## src/mpram_params.svh

```systemverilog
////////////////////////////////////////////////////////////
// Bank depth must be a power of two. Data width is a
// multiple of 8 and at least 16 bits
////////////////////////////////////////////////////////////

`ifndef MPRAM_PARAMS_SVH
`define MPRAM_PARAMS_SVH

// Number of independent AHB ports
`define MPRAM_PORTS 2

// Bus widths
`define MPRAM_XLEN 32
`define MPRAM_PLEN 32

// Words per bank
`define MPRAM_DEPTH 64

// Derived sizes
`define MPRAM_BE_SIZE ((`MPRAM_XLEN + 7) / 8)
`define MPRAM_ABITS $clog2(`MPRAM_DEPTH)

`endif

```

## src/mpram_pkg.sv

```systemverilog
////////////////////////////////////////////////////////////
// Memory side types. Sizes follow the params header
////////////////////////////////////////////////////////////

`include "mpram_params.svh"

package mpram_pkg;

  // One enable bit per byte lane
  typedef logic [`MPRAM_BE_SIZE-1:0] be_t;

  // Word address into one bank
  // Upper byte address bits are dropped so accesses wrap
  typedef logic [`MPRAM_ABITS-1:0] mem_addr_t;

  // Data phase state of a port
  //   PH_IDLE   no transfer outstanding
  //   PH_READ   read data on hrdata
  //   PH_WRITE  write data being taken
  //   PH_STALL  one wait state after a partial write hit
  typedef enum logic [1:0] {
    PH_IDLE  = 2'b00,
    PH_READ  = 2'b01,
    PH_WRITE = 2'b10,
    PH_STALL = 2'b11
  } port_phase_t;

endpackage

```

## src/mpram_bank_1r1w.sv

```systemverilog
////////////////////////////////////////////////////////////
// Byte-writable bank with a registered read. No reset so
// contents are undefined until written
////////////////////////////////////////////////////////////

`timescale 1ns/1ps
`include "mpram_params.svh"

module mpram_bank_1r1w
  import mpram_pkg::*;
(
  input  logic                   HCLK,

  // Write side, data arrives in the AHB data phase
  input  logic                   we,
  input  mem_addr_t              waddr,
  input  be_t                    be,
  input  logic [`MPRAM_XLEN-1:0] din,

  // Read side, sampled every cycle
  input  mem_addr_t              raddr,
  output logic [`MPRAM_XLEN-1:0] dout
);

  // Storage array
  logic [`MPRAM_XLEN-1:0] mem [`MPRAM_DEPTH];

  // Same-word collision with every lane written
  logic fwd;

  ////////////////////////////////////////////////////////////
  // Write port
  ////////////////////////////////////////////////////////////

  // Only enabled lanes change
  always_ff @(posedge HCLK) begin
    if (we) begin
      for (int i = 0; i < `MPRAM_BE_SIZE; i++) begin
        if (be[i]) begin
          mem[waddr][i*8 +: 8] <= din[i*8 +: 8];
        end
      end
    end
  end

  ////////////////////////////////////////////////////////////
  // Read port
  ////////////////////////////////////////////////////////////

  // Full word written this edge, so din is the new content
  assign fwd = we & (&be) & (waddr == raddr);

  // Registered read
  // Partial collision returns the old word and the port stalls
  always_ff @(posedge HCLK) begin
    if (fwd) begin
      dout <= din;
    end else begin
      dout <= mem[raddr];
    end
  end

endmodule

```

## config.mk

```make
export PLATFORM = sky130hd
export DESIGN_NAME = mpram_bank_1r1w
export DESIGN_NICKNAME = d
export VERILOG_FILES = /design/src/mpram_pkg.sv /design/src/mpram_bank_1r1w.sv
export VERILOG_INCLUDE_DIRS = /design/src /design/src/src
export SDC_FILE = /design/constraint.sdc
export NUM_CORES = 2
export LEC_CHECK = 0
export BUFFER_PORTS_ARGS = -buffer_cell sky130_fd_sc_hd__buf_2
export CAP_MARGIN = 20
export CORE_UTILIZATION = 31
export DETAILED_ROUTE_END_ITERATION = 12
export SLEW_MARGIN = 30
export SYNTH_ARGS = -nofsm -noshare
export SYNTH_HDL_FRONTEND = slang
export SYNTH_SLANG_ARGS = --single-unit
```

## constraint.sdc

```tcl
create_clock -name HCLK -period 1.8 [get_ports HCLK]
set_input_delay 0 -clock HCLK [delete_from_list [all_inputs] [get_ports HCLK]]
set_output_delay 0 -clock HCLK [all_outputs]
set_load 0.01 [all_outputs]
```

# ---- Word level (Yosys, flattened, before mapping)
# Memory sizes are Yosys's and may differ from the RTL's.
# Cells that the tools add are included.
# W data, S select, Z words.
dict set report totals {
  register_bits 32
  mem_bits_rw 2048
  mem_count 1
}
dict set report op_classes {
  eq_ne 1
  n_mux 13
  n_bitwise 2
  n_reduce_logical 1
}
# memory words width rd rd_ports_with_merged_regs write_ports line
set mem_list {}
lappend mem_list {mem 64 32 1 0 1 mpram_bank_1r1w.sv:26} ;# logic [`MPRAM_XLEN-1:0] mem [`MPRAM_DEPTH];
# cell n
set op_table {}
lappend op_table {{$mux W32} 1}
lappend op_table {{$mux W1} 12}
lappend op_table {{$eq A6 B6 Y1} 1}
lappend op_table {{$reduce_and A4 Y1} 1}
lappend op_table {{$and A1 B1 Y1} 2}

# ---- Logic depth before layout (Yosys ltp)
dict set report depth {
  depth_word 4
  mapped_depth 10
  depth_no_buf 6
}

# ---- Least setup slack after synthesis
# No wires, ideal clock.
dict set report synth_timing {
  path_type {input to register}
  startpoint {in raddr[3]}
  endpoint {reg dout[30]}
  arrival_time_ns 1.723
  required_ns 1.671
  setup_slack_ns -0.052
  cell_stages 8
  n_path_buf 2
  path_cell_list {clkbuf_2 > buf_1 > mux4_2 > mux4_2 > mux2i_1 > nand2_1 > o22ai_1 > a21oi_1}
}
dict set report synth_via {
  elab_chain_len 3
  elab_cells_between_ends 4
  cone_classes {eq/ne (1); mux (1); bitwise (1); memory (1)}
}
# item line
set synth_rtl {}
lappend synth_rtl {{start, declared} mpram_bank_1r1w.sv:21} ;# input mem_addr_t raddr,
lappend synth_rtl {{parallel branches: the longest is 2 deep, another holds $mem_v2 Z64 W32} -}
lappend synth_rtl {{$mux W32 (*)} mpram_bank_1r1w.sv:56} ;# if (fwd) begin
lappend synth_rtl {{end signal, assigned} mpram_bank_1r1w.sv:57} ;# dout <= din;
lappend synth_rtl {{end signal, assigned} mpram_bank_1r1w.sv:59} ;# dout <= mem[raddr];
lappend synth_rtl {{end, declared} mpram_bank_1r1w.sv:22} ;# output logic [`MPRAM_XLEN-1:0] dout
# Every way passes the cells marked *.

# ---- Worst setup path in the final report
dict set report layout_timing {
  startpoint {mem mem[55][30] in the netlist's numbering}
  endpoint {reg dout[30]}
}
dict set report layout_via {
  elab_chain_len 2
}
# item line
set layout_rtl {}
lappend layout_rtl {{start, declared} mpram_bank_1r1w.sv:26}
lappend layout_rtl {{$mem_v2 Z64 W32} -}
lappend layout_rtl {{$mux W32} mpram_bank_1r1w.sv:56}
# Every way passes these cells.

==> impl_metrics.tcl <==
set metrics [dict create \
    critical_path.max_fanout 1 \
    core_um2 260000 \
    total_half_perimeter_wirelength_after_legalization_and_detailed_placement_um 148000 \
    final_design_area_no_fill_um2 99300 \
    final-seq-area_um2 62100 \
    max_stage_delay_ps 550 \
    fin_crit_sh 1.08 \
    total_congestion_overflow_after_global_routing 0 \
    slew_violations 0 \
    multiInputGateArea_um2 19200 \
    synth.area.top_cells "sky130_fd_sc_hd__edfxtp_1 76%, sky130_fd_sc_hd__mux2i_1 9.2%, sky130_fd_sc_hd__a22oi_1 3.1%, sky130_fd_sc_hd__mux4_2 3.1%, sky130_fd_sc_hd__nor2_1 1.2%" \
    pre_cts_ws_ps -930 \
    floorplan.die.height_um 515 \
    hold_class "primary input to flip-flop" \
    path_cells "mux4_2, mux4_2, mux2i_2, nand2_1, o22ai_2, a21oi_1" \
    power_leakage_nw 33.6 \
    number_of_enable_type_register_cells_in_the_synthesized_netlist 2048 \
    max_freq_mhz 514 \
    synth_to_layout_area_growth_pct 22.0 \
    grt_start_max_net_pins 66 \
    clk_path_buf_depth 3 \
    power_density_nw_per_um2 1020 \
    ys_warn_count 0 \
    postLayoutSetupSlackWorst_ps -146 \
    timing_worst_slew_pin_value_ps 908 \
    vias 44000 \
    setup_viol_count_final 49 \
    first_global_vias 44300 \
    setup_total_negative_slack_ps -1350 \
    syn_nets 4488 \
    syn_area_per_cell_um2 18.3 \
    port-buffer-count 81 \
    timing.critical_path.max_delay_family "multiplexers" \
    placed_cell_area_um2 91300 \
    pin_count 82 \
    rows 187 \
    finalNetCount 5222 \
    postSynthRegisterBits 2080 \
    worstSetupStartpointType "flip-flop" \
    critPathCaptureType "flip-flop" \
    drive_gt1_frac 0.257 \
    clock_latency_ps 850 \
    gr-usage-all-layers 0.164 \
    use_met2 0.268 \
    postRouteAntennaNets 0 \
    cell_area_after_technology_mapping_um2 81400 \
    clockRootBuffer "sky130_fd_sc_hd__clkbuf_16" \
    yosys.cell_count.top_type "sky130_fd_sc_hd__edfxtp_1" \
    synthDistinctLibCells 42 \
    gp_routability_congestion 0.935 \
    timing_worst_setup_path_type "flip-flop to flip-flop" \
    drc_viols 0 \
    cp.buffers_inverters 0 \
    run_status "finished with violations" \
    busiest_layer_in_global_routing "met2" \
    timing.final.crit_period_ps 1950 \
    global_route.usage.met1 0.213 \
    share_of_synthesized_area_occupied_by_flip_flops_and_latches 0.763 \
    rsz_0062_raised_after_global_routing "yes" \
    postRouteWirelength_um 220000 \
    synth.largest_area_cell "sky130_fd_sc_hd__edfxtp_1" \
    hold_viol_final 0 \
    worst_clock_skew_ps 32.2 \
    ir_drop_v 0.00109 \
    cts_max_level 4 \
    grt_first_pass_wirelength_um 316000 \
    fill_cell_count 23500 \
    timing.max_slew.rel_slack 0.395 \
    top_area_cell_type_share_of_the_netlist_area 0.755 \
    violations "setup timing" \
    synth_ff_type "sky130_fd_sc_hd__edfxtp_1" \
    asyncSetResetFlopFracSynth 0 \
    synthCells 4438 \
    cpMostUsedCell "sky130_fd_sc_hd__mux4_2" \
    final_core_util 0.381 \
    initial_antenna_violation_count 12 \
    slowest_stage "sky130_fd_sc_hd__mux4_2" \
    design.die.area_um2 265000 \
    required_time_of_the_critical_path_ps 2540 \
    cts_tree "done" \
    fp.dieW_um 515 \
    cts_inserted_buffers 194 \
    detail_route.vias_per_cell 4.98 \
    timing.max_cap.violations 0 \
    avgRoutedWirePerCell_um 24.9 \
    cts_num_sinks 2080 \
    post-cts-setup-buffers 0 \
    worstPathArrival_ps 2690 \
    post_synth_most_frequent_cells "2048 x sky130_fd_sc_hd__edfxtp_1, 749 x sky130_fd_sc_hd__mux2i_1, 341 x sky130_fd_sc_hd__a22oi_1" \
    detail_route.iter0.violations 4433 \
    drt_pass1_iterations 8 \
    floorplan.initialDensity 0.313 \
    gr-usage-met3 0.0311 \
    clk_pin_slew_ps 60 \
]
[metal layers]
metal  vias up  wire length, um  share of wire
met4         6             9000          0.041
met3       350            14700          0.067
li1      19400                -              -
met2      1450           106000           0.48
met5         -               38        0.00017
met1     22700            90600           0.41
[layout make-up]
cell class / instances / area share
repair buffers: 824 / 0.0733
multi-input cells: 2071 / 0.193
clock inverters: 106 / 0.0107
diodes: 5 / 0.000126
flip-flops and latches: 2080 / 0.626
inverters: 1 / 0.0000378
well taps: 3496 / 0.0440
clock buffers: 255 / 0.0531
[logic make-up after synthesis]
group,Yosys count,share of synthesized area
buf+inv,287,0.0198
xor+xnor,6,0.000645
compound gates,685,0.0603
flops,2080,0.763
mux,922,0.131
simple gates,458,0.0248
[power breakdown]
part,switching (mW),internal [mW],total [mW]
Combinational,3.86,2.49,6.36
Sequential,0.189,53.4,53.6
Clock,17.5,23.4,40.9
Total,21.6,79.3,101
[state kept, by name (all words and copies together), names as in the netlist]
signal	flops
mem	2048
dout	32
[tightest hold or removal path: stages]
cell and delay [ps]:
sky130_fd_sc_hd__buf_2 90, sky130_fd_sc_hd__buf_4 100, sky130_fd_sc_hd__nand2_2 50, sky130_fd_sc_hd__buf_12 170, sky130_fd_sc_hd__nor2_1 140, sky130_fd_sc_hd__buf_4 190
[layout by cell type (no fill, tap or decap), types with 22 or more instances in the layout]
master                          count
sky130_fd_sc_hd__a2111oi_2         22
sky130_fd_sc_hd__a211oi_1          22
sky130_fd_sc_hd__a21oi_1           90
sky130_fd_sc_hd__a221o_1           31
sky130_fd_sc_hd__a22oi_1          330
sky130_fd_sc_hd__buf_12            94
sky130_fd_sc_hd__buf_2             74
sky130_fd_sc_hd__buf_4            615
sky130_fd_sc_hd__clkbuf_1          51
sky130_fd_sc_hd__clkbuf_16        202
sky130_fd_sc_hd__clkinv_1          42
sky130_fd_sc_hd__clkinv_2          31
sky130_fd_sc_hd__dfxtp_1           32
sky130_fd_sc_hd__dlygate4sd3_1     38
sky130_fd_sc_hd__edfxtp_1        2048
sky130_fd_sc_hd__mux2_2            29
sky130_fd_sc_hd__mux2_4            26
sky130_fd_sc_hd__mux2i_1          741
sky130_fd_sc_hd__mux4_2           111
sky130_fd_sc_hd__nand2_1           67
sky130_fd_sc_hd__nand3_1           32
sky130_fd_sc_hd__nor2_1           260
sky130_fd_sc_hd__nor2b_1           30
sky130_fd_sc_hd__o211ai_1          31
sky130_fd_sc_hd__o21ai_0           25
[per-stage QoR]
| stage | hold slack, ps | std cells | power (mW) |
|---|---|---|---|
| after floorplan | 98.9 | 4438 | 57.4 |
| after global placement | 389 | 8456 | 60.5 |
| after detailed placement | 399 | 8456 | 60.6 |
| after CTS | 23.8 | 8837 | 101 |
| after global routing | 81.3 | 8835 | 104 |
| final | 65.9 | 8838 | 101 |
[what timing repair did]
action,CTS,global route
endpoints found under the setup margin,32,55
hold buffers,38,0
hold endpoints to repair,1957,0
gates resized for setup,208,90
pin swaps,71,40
[final timing paths]
kind | end | slack [ps] | cells past startpoint | start
worst max-delay path | dout[30] | -150 | 6 | mem[55][30]
worst min-delay path | mem[40][24] | 70 | 6 | be[3]
worst max register to register | dout[30] | -150 | 6 | mem[55][30]
worst min register to register | dout[10] | 860 | 5 | mem[21][10]
Power figures use the tool's default switching activity.
