### config.mk
export PLATFORM = sky130hd
export DESIGN_NAME = mpram_ahb3_port
export DESIGN_NICKNAME = d
export VERILOG_FILES = /design/src/ahb3_pkg.sv /design/src/mpram_pkg.sv /design/src/mpram_ahb3_port.sv
export VERILOG_INCLUDE_DIRS = /design/src /design/src/src
export SDC_FILE = /design/constraint.sdc
export NUM_CORES = 1
export LEC_CHECK = 0
export BUFFER_PORTS_ARGS = -buffer_cell sky130_fd_sc_hd__buf_2
export CAP_MARGIN = 20
export CORE_UTILIZATION = 40
export CTS_CLUSTER_DIAMETER = 100
export DETAILED_ROUTE_END_ITERATION = 8
export GPL_TIMING_DRIVEN = 0
export PLACE_DENSITY = 0.81
export SYNTH_ARGS = -nofsm -noshare
export SYNTH_HDL_FRONTEND = slang
export SYNTH_SLANG_ARGS = --single-unit
### constraint.sdc
create_clock -name HCLK -period 2.2 [get_ports HCLK]
set_clock_uncertainty 0.2 [all_clocks]
set_input_delay 0.22 -clock HCLK [delete_from_list [all_inputs] [get_ports HCLK]]
set_output_delay 0.22 -clock HCLK [all_outputs]
set_load 0.02 [all_outputs]
### src/mpram_params.svh
////////////////////////////////////////////////////////////
// Bank depth must be a power of two. Data width is a
// multiple of 8 and at least 16 bits
////////////////////////////////////////////////////////////

`ifndef MPRAM_PARAMS_SVH
`define MPRAM_PARAMS_SVH

// Number of independent AHB ports
`define MPRAM_PORTS 2

// Bus widths
`define MPRAM_XLEN 32
`define MPRAM_PLEN 32

// Words per bank
`define MPRAM_DEPTH 64

// Derived sizes
`define MPRAM_BE_SIZE ((`MPRAM_XLEN + 7) / 8)
`define MPRAM_ABITS $clog2(`MPRAM_DEPTH)

`endif

### src/ahb3_pkg.sv
////////////////////////////////////////////////////////////
// AHB-Lite encodings only. No HRESP, HBURST or HPROT
////////////////////////////////////////////////////////////

package ahb3_pkg;

  // HTRANS transfer type
  typedef enum logic [1:0] {
    IDLE   = 2'b00,
    BUSY   = 2'b01,
    NONSEQ = 2'b10,
    SEQ    = 2'b11
  } htrans_t;

  // HSIZE transfer size up to a 1024-bit bus
  // Sizes wider than the data bus enable every lane
  typedef enum logic [2:0] {
    BYTE  = 3'b000,
    HWORD = 3'b001,
    WORD  = 3'b010,
    DWORD = 3'b011,
    B128  = 3'b100,
    B256  = 3'b101,
    B512  = 3'b110,
    B1024 = 3'b111
  } hsize_t;

endpackage

### src/mpram_pkg.sv
////////////////////////////////////////////////////////////
// Memory side types. Sizes follow the params header
////////////////////////////////////////////////////////////

`include "mpram_params.svh"

package mpram_pkg;

  // One enable bit per byte lane
  typedef logic [`MPRAM_BE_SIZE-1:0] be_t;

  // Word address into one bank
  // Upper byte address bits are dropped so accesses wrap
  typedef logic [`MPRAM_ABITS-1:0] mem_addr_t;

  // Data phase state of a port
  //   PH_IDLE   no transfer outstanding
  //   PH_READ   read data on hrdata
  //   PH_WRITE  write data being taken
  //   PH_STALL  one wait state after a partial write hit
  typedef enum logic [1:0] {
    PH_IDLE  = 2'b00,
    PH_READ  = 2'b01,
    PH_WRITE = 2'b10,
    PH_STALL = 2'b11
  } port_phase_t;

endpackage

### src/mpram_ahb3_port.sv
////////////////////////////////////////////////////////////
// AHB-Lite slave front end for one bank. Expects hready to
// follow this port's hreadyout while a stall is active
////////////////////////////////////////////////////////////

`timescale 1ns/1ps
`include "mpram_params.svh"

module mpram_ahb3_port
  import ahb3_pkg::*, mpram_pkg::*;
(
  input  logic                   HCLK,
  input  logic                   HRESETn,

  // AHB address phase
  input  logic                   hsel,
  input  logic [`MPRAM_PLEN-1:0] haddr,
  input  logic                   hwrite,
  input  hsize_t                 hsize,
  input  htrans_t                htrans,
  input  logic                   hready,
  output logic                   hreadyout,

  // Bank write side
  output logic                   we,
  output mem_addr_t              waddr,
  output be_t                    be,

  // Bank read side
  output mem_addr_t              raddr
);

  // Byte offset bits within a word
  localparam int OFS_BITS = $clog2(`MPRAM_BE_SIZE);

  logic        accept;
  logic        rd_hit;
  logic        stall;
  logic        hold;
  mem_addr_t   word_addr;
  mem_addr_t   rd_addr_q;
  port_phase_t phase;

  ////////////////////////////////////////////////////////////
  // Byte enable decode
  ////////////////////////////////////////////////////////////

  // Lane mask for the size, shifted to the byte offset
  function automatic be_t gen_be(input hsize_t size, input logic [OFS_BITS-1:0] offset);
    logic [127:0] lanes;

    // 2**size lanes set, all lanes for 1024 bits
    lanes = (128'd1 << (8'd1 << size)) - 128'd1;
    return lanes[`MPRAM_BE_SIZE-1:0] << offset;
  endfunction

  ////////////////////////////////////////////////////////////
  // Address phase
  ////////////////////////////////////////////////////////////

  // Only NONSEQ and SEQ carry a transfer
  assign accept = hsel & hready & ((htrans == NONSEQ) | (htrans == SEQ));

  // Word index, upper bits dropped so the address wraps
  assign word_addr = haddr[OFS_BITS +: `MPRAM_ABITS];

  // Read to the word whose write lands at this same edge
  assign rd_hit = accept & ~hwrite & we & (waddr == word_addr);

  // Bank forwards full words only
  // A partial write needs one more cycle for the merged word
  assign stall = rd_hit & ~(&be);

  ////////////////////////////////////////////////////////////
  // Write capture
  ////////////////////////////////////////////////////////////

  // Write strobe for the data phase
  // Dropped when no transfer is accepted
  always_ff @(posedge HCLK or negedge HRESETn) begin
    if (!HRESETn) begin
      we <= 1'b0;
    end else begin
      we <= accept & hwrite;
    end
  end

  // Write address and lanes of the accepted transfer
  always_ff @(posedge HCLK) begin
    if (accept) begin
      waddr <= word_addr;
      be    <= gen_be(hsize, haddr[OFS_BITS-1:0]);
    end
  end

  ////////////////////////////////////////////////////////////
  // Data phase state
  ////////////////////////////////////////////////////////////

  always_ff @(posedge HCLK or negedge HRESETn) begin
    if (!HRESETn) begin
      phase <= PH_IDLE;
    end else if (accept) begin
      if (hwrite) begin
        phase <= PH_WRITE;
      end else if (stall) begin
        phase <= PH_STALL;
      end else begin
        phase <= PH_READ;
      end
    end else if (phase == PH_STALL) begin
      // Re-read issued, data follows next cycle
      phase <= PH_READ;
    end else if (hready) begin
      phase <= PH_IDLE;
    end
  end

  // Single wait state while stalled
  assign hreadyout = (phase != PH_STALL);

  ////////////////////////////////////////////////////////////
  // Read address
  ////////////////////////////////////////////////////////////

  // Keep the last read address while the data phase is held
  // Bank re-reads it so hrdata stays valid
  assign hold = (phase == PH_STALL) | ~hready;

  assign raddr = hold ? rd_addr_q : word_addr;

  // Tracks the address given to the bank each cycle
  always_ff @(posedge HCLK) begin
    rd_addr_q <= raddr;
  end

endmodule

Yosys cells after proc, flatten, opt, wreduce, memory -nomap -nowiden
Cells that the tools add are included.

storage, ports and cells
  bits of input ports = 42
  logic and storage cells = 34
  flip-flop bits (word level) = 19
  output and inout port bits = 18

cells by class
  shift-type cells = 3
  reduce and logical (&&, ||, !) cells = 2
  bitwise gates (word level) = 12
  add/subtract/negate cells = 1
  equality and inequality tests = 5
  muxes and demuxes = 6

operators by type and width
  cell                                               number
  2-to-1 mux 2 bit                                   5
  << shifter 1 x 3 -> 8 bit (first input constant)   1
  << shifter 1 x 8 -> 4 bit (first input constant)   1
  AND 1 bit                                          7
  equality test 2 bit (second input constant)        3
  equality test 6 bit                                1
  2-to-1 mux 6 bit                                   1
  AND reduction 4 bit                                1
  << shifter 4 x 2 -> 4 bit                          1
  subtractor 4 x 1 -> 4 bit (second input constant)  1
  inverter 1 bit                                     3
  nonzero test 3 bit                                 1
  != test 2 bit (second input constant)              1
  OR 1 bit                                           2

Longest topological paths before layout
  depth in word-level cells = 10
  mapped depth = 3
  depth with buffers taken out = 3

Worst setup path before layout
Ideal clock, no wire load.

  path type = flip-flop to output port
  start = reg phase[0]
  end = out raddr[0]
  setup slack = 0.737 ns
  path buffers = 0
  arrival = 1.043 ns
  data required time = 1.780 ns
  stages on the path, launching flop included = 3
  cell sequence = dfrtp_1 -> a21oi_4 -> mux2_2

on the way
  longest elaborated chain between the ends = 3

RTL lines
  item                    line                    RTL
  from (decl)             mpram_ahb3_port.sv:42   port_phase_t phase;
  from (signal assigned)  mpram_ahb3_port.sv:102  phase <= PH_IDLE;
  from (signal assigned)  mpram_ahb3_port.sv:105  phase <= PH_WRITE;
  from (signal assigned)  mpram_ahb3_port.sv:107  phase <= PH_STALL;
  equality test 2 bit     mpram_ahb3_port.sv:128  assign hold = (phase == PH_STALL) | ~hready;
  OR 1 bit                mpram_ahb3_port.sv:128
  2-to-1 mux 6 bit        mpram_ahb3_port.sv:130  assign raddr = hold ? rd_addr_q : word_addr;
  to (decl)               mpram_ahb3_port.sv:30   output mem_addr_t raddr

Every way passes these cells.

Final worst setup path
  start = reg phase[0]
  end = out raddr[1]

Same word-level chain as after synthesis.

==> results_dict.tcl <==
set metrics [dict create \
    status "finished clean" \
    overflow 0 \
    worstPathMaxFanout 6 \
    combPwrFrac_pct 18.1 \
    ys_warn_count 0 \
    p_clk_share_pct 23.5 \
    clock.fmax_mhz 514 \
    initial_core_util_pct 43.4 \
    min_from "hsize[1]" \
    drive_gt1_share_pct 45.1 \
    arrival_ns 1.53 \
    slowest_delay_ns 0.44 \
    drt_pre_antenna_iters 4 \
    cts_buffer_depth 2 \
    io_buffers 34 \
    rsz0062_at_grt "false" \
    period_minus_slack_ns 1.95 \
    critPathLaunchType "register" \
    crit_start "phase[0]" \
    synth_ff_type "edfxtp_1" \
    grt_pass1_vias 571 \
    path_clk_slew_ns 0.10 \
    p_leak_nw 0.453 \
    grt_max_degree 14 \
    slew_violations 0 \
    avgSynthCellArea_um2 13.8 \
    cap_violations 0 \
    grt_first_pass_wirelength_um 2190 \
    slew_headroom_pct 76.1 \
    synth_seq_cells 19 \
    num_rows 15 \
    drc_errors 0 \
    finalHoldViolCount 0 \
    dr_total_vias 580 \
    endpoint_kind "output pin" \
    ys_async_sr_fraction_pct 15.8 \
    ys_top_cells_by_area "edfxtp_1 (40%), dfxtp_1 (16%), dfrtp_1 (9.9%)" \
    hold_class "input port to register" \
    synth_most_common_cell "edfxtp_1" \
    power_density_nw_per_um2 651 \
    ys_seq_area_share_pct 65.5 \
    finalCritPeriodShare_pct 88.4 \
    required_ns 1.78 \
    cts-htree-levels 1 \
    cts-root-buf "clkbuf_4" \
    synth.cell_area_um2 757 \
    diodes 0 \
    crit_chain "a21oi_4, mux2_2, buf_2" \
    synth_top_area_cell "edfxtp_1" \
    cts_tree "done" \
    via_per_inst 4.57 \
    drtIter0Drc 15 \
    antenna_found_initial 0 \
    track_usage_pct 14.4 \
    syn_nets 97 \
    area_growth_pct 42.1 \
    cts_buffers 3 \
    path_class "register to output pin" \
    finalHoldWorstSlack_ns 0.0232 \
    worstMarginPinSlew_ns 0.350 \
    tns_ns 0 \
    netlist_instances 55 \
    seq_power_share_pct 58.4 \
    wire_per_inst_um 11.1 \
    wirelength_um 1400 \
    nNetsFinal 145 \
    swShare_pct 25.0 \
    synth_cell_types 19 \
    critPathSlowestCell "dfrtp_1" \
    yosys.area.top_type_share_pct 39.7 \
    ant_nets 0 \
    cts_sinks 19 \
    intPower_w 0.000525 \
    peakVddDrop_mv 0.409 \
    setup_viol_count_final 0 \
    dieArea_um2 2070 \
    die_y_um 45.5 \
    synth-edff-count 10 \
    dpl.hpwl_um 1060 \
    die_w_um 45.5 \
    clock_latency_ns 0.28 \
    io_pins 60 \
    gp_congestion 0.755 \
    ys_top_cells_by_count "edfxtp_1 (10), dfxtp_1 (6), mux2_2 (6), xnor2_1 (6), nand2_1 (4)" \
    rr_startpoint "phase[1]" \
    power.switching_w 0.000175 \
    design.core.area_um2 1750 \
]
==> cells by family after synthesis <==
group / Yosys count / share of synthesized area (%)
xor+xnor: 6 / 6.94
mux: 6 / 8.92
flops: 19 / 65.5
compound gates: 10 / 9.59
buf+inv: 1 / 0.495
simple gates: 13 / 8.59
==> flip-flops by register name, indices dropped and copies added, names as in the netlist <==
name,flops
be,4
waddr,6
we,1
rd_addr_q,6
phase,2
==> power groups by stage <==
stage               Clock (W)  Combinational (W)  Sequential (W)
CTS                  0.000173           0.000127        0.000410
detailed placement          0           0.000114        0.000418
global placement            0           0.000112        0.000416
finish               0.000164           0.000127        0.000409
floorplan                   0          0.0000562        0.000428
global route         0.000184           0.000138        0.000412
==> final cells by class <==
cell class / instances / area [um^2]
clock buffer: 3 / 22.5
clock inverter: 1 / 5.00
fill: 143 / 669
inverter: 1 / 3.75
multi-input combinational: 35 / 258
sequential: 19 / 495
tap: 25 / 31.3
timing repair buffer: 43 / 260
==> metrics by stage <==
| stage | setup WS, ns | area, um^2 | power, W | cells | util, % |
|---|---|---|---|---|---|
| floorplan | 0.737 | 757 | 0.000484 | 55 | - |
| global placement | 0.560 | 958 | 0.000528 | 114 | 54.9 |
| detailed placement | 0.552 | 958 | 0.000532 | 114 | 54.9 |
| CTS | 0.240 | 1080 | 0.000709 | 127 | 61.6 |
| global route | 0.173 | 1080 | 0.000734 | 127 | 61.6 |
| finish | 0.255 | 1080 | 0.000700 | 127 | 61.6 |
==> critical path: cells and delay by family, from the launching register on <==
kind	cells	cell delay (ns)
buffers and inverters	1	0.16
AO/OA/AOI/OAI	1	0.27
multiplexers	1	0.38
flip-flops	1	0.44
==> repair_timing <==
item                                   4_1_cts  5_1_grt
resized for setup                            0        0
endpoints found under the hold margin       12        0
buffers inserted                             0        0
hold buffers                                 9        0
==> metal layers <==
| layer | global-route usage [%] | part of all wire (%) | up-vias |
|---|---|---|---|
| met5 | 0 | 0 | - |
| met4 | 6.06 | 0.50 | 0 |
| met3 | 2.78 | 5.1 | 2 |
| met2 | 24.6 | 51 | 18 |
| met1 | 17.6 | 43 | 261 |
| li1 | - | - | 299 |
==> path summary, 6_finish.rpt <==
kind	slack (ns)	cells past startpoint	end
setup / recovery	0.25	3	raddr[1]
hold / removal	0.02	3	be[3]
setup reg to reg	0.47	4	phase[0]
hold reg to reg	0.28	1	rd_addr_q[4]
max in group asynchronous	1.64	2	phase[0]
min in group asynchronous	0.05	2	phase[1]
==> cell usage in the layout, fill, tap and decap left out <==
master,synthesis,final
dfxtp_1,6,6
nand4_1,2,2
edfxtp_1,10,10
buf_2,0,34
nand3_1,1,1
xnor2_1,6,6
dlygate4sd3_1,0,9
dfrtp_1,3,3
nor2_1,3,3
inv_1,1,1
a21oi_1,3,3
a2111oi_0,1,1
and2_1,1,1
o21ai_0,2,2
and3_2,1,1
a21boi_0,1,1
clkbuf_4,0,3
o31ai_1,2,2
nor3b_1,1,1
clkinv_2,0,1
a21oi_4,1,1
nand2_1,4,4
mux2_2,6,6
(Power assumes the default switching activity.)
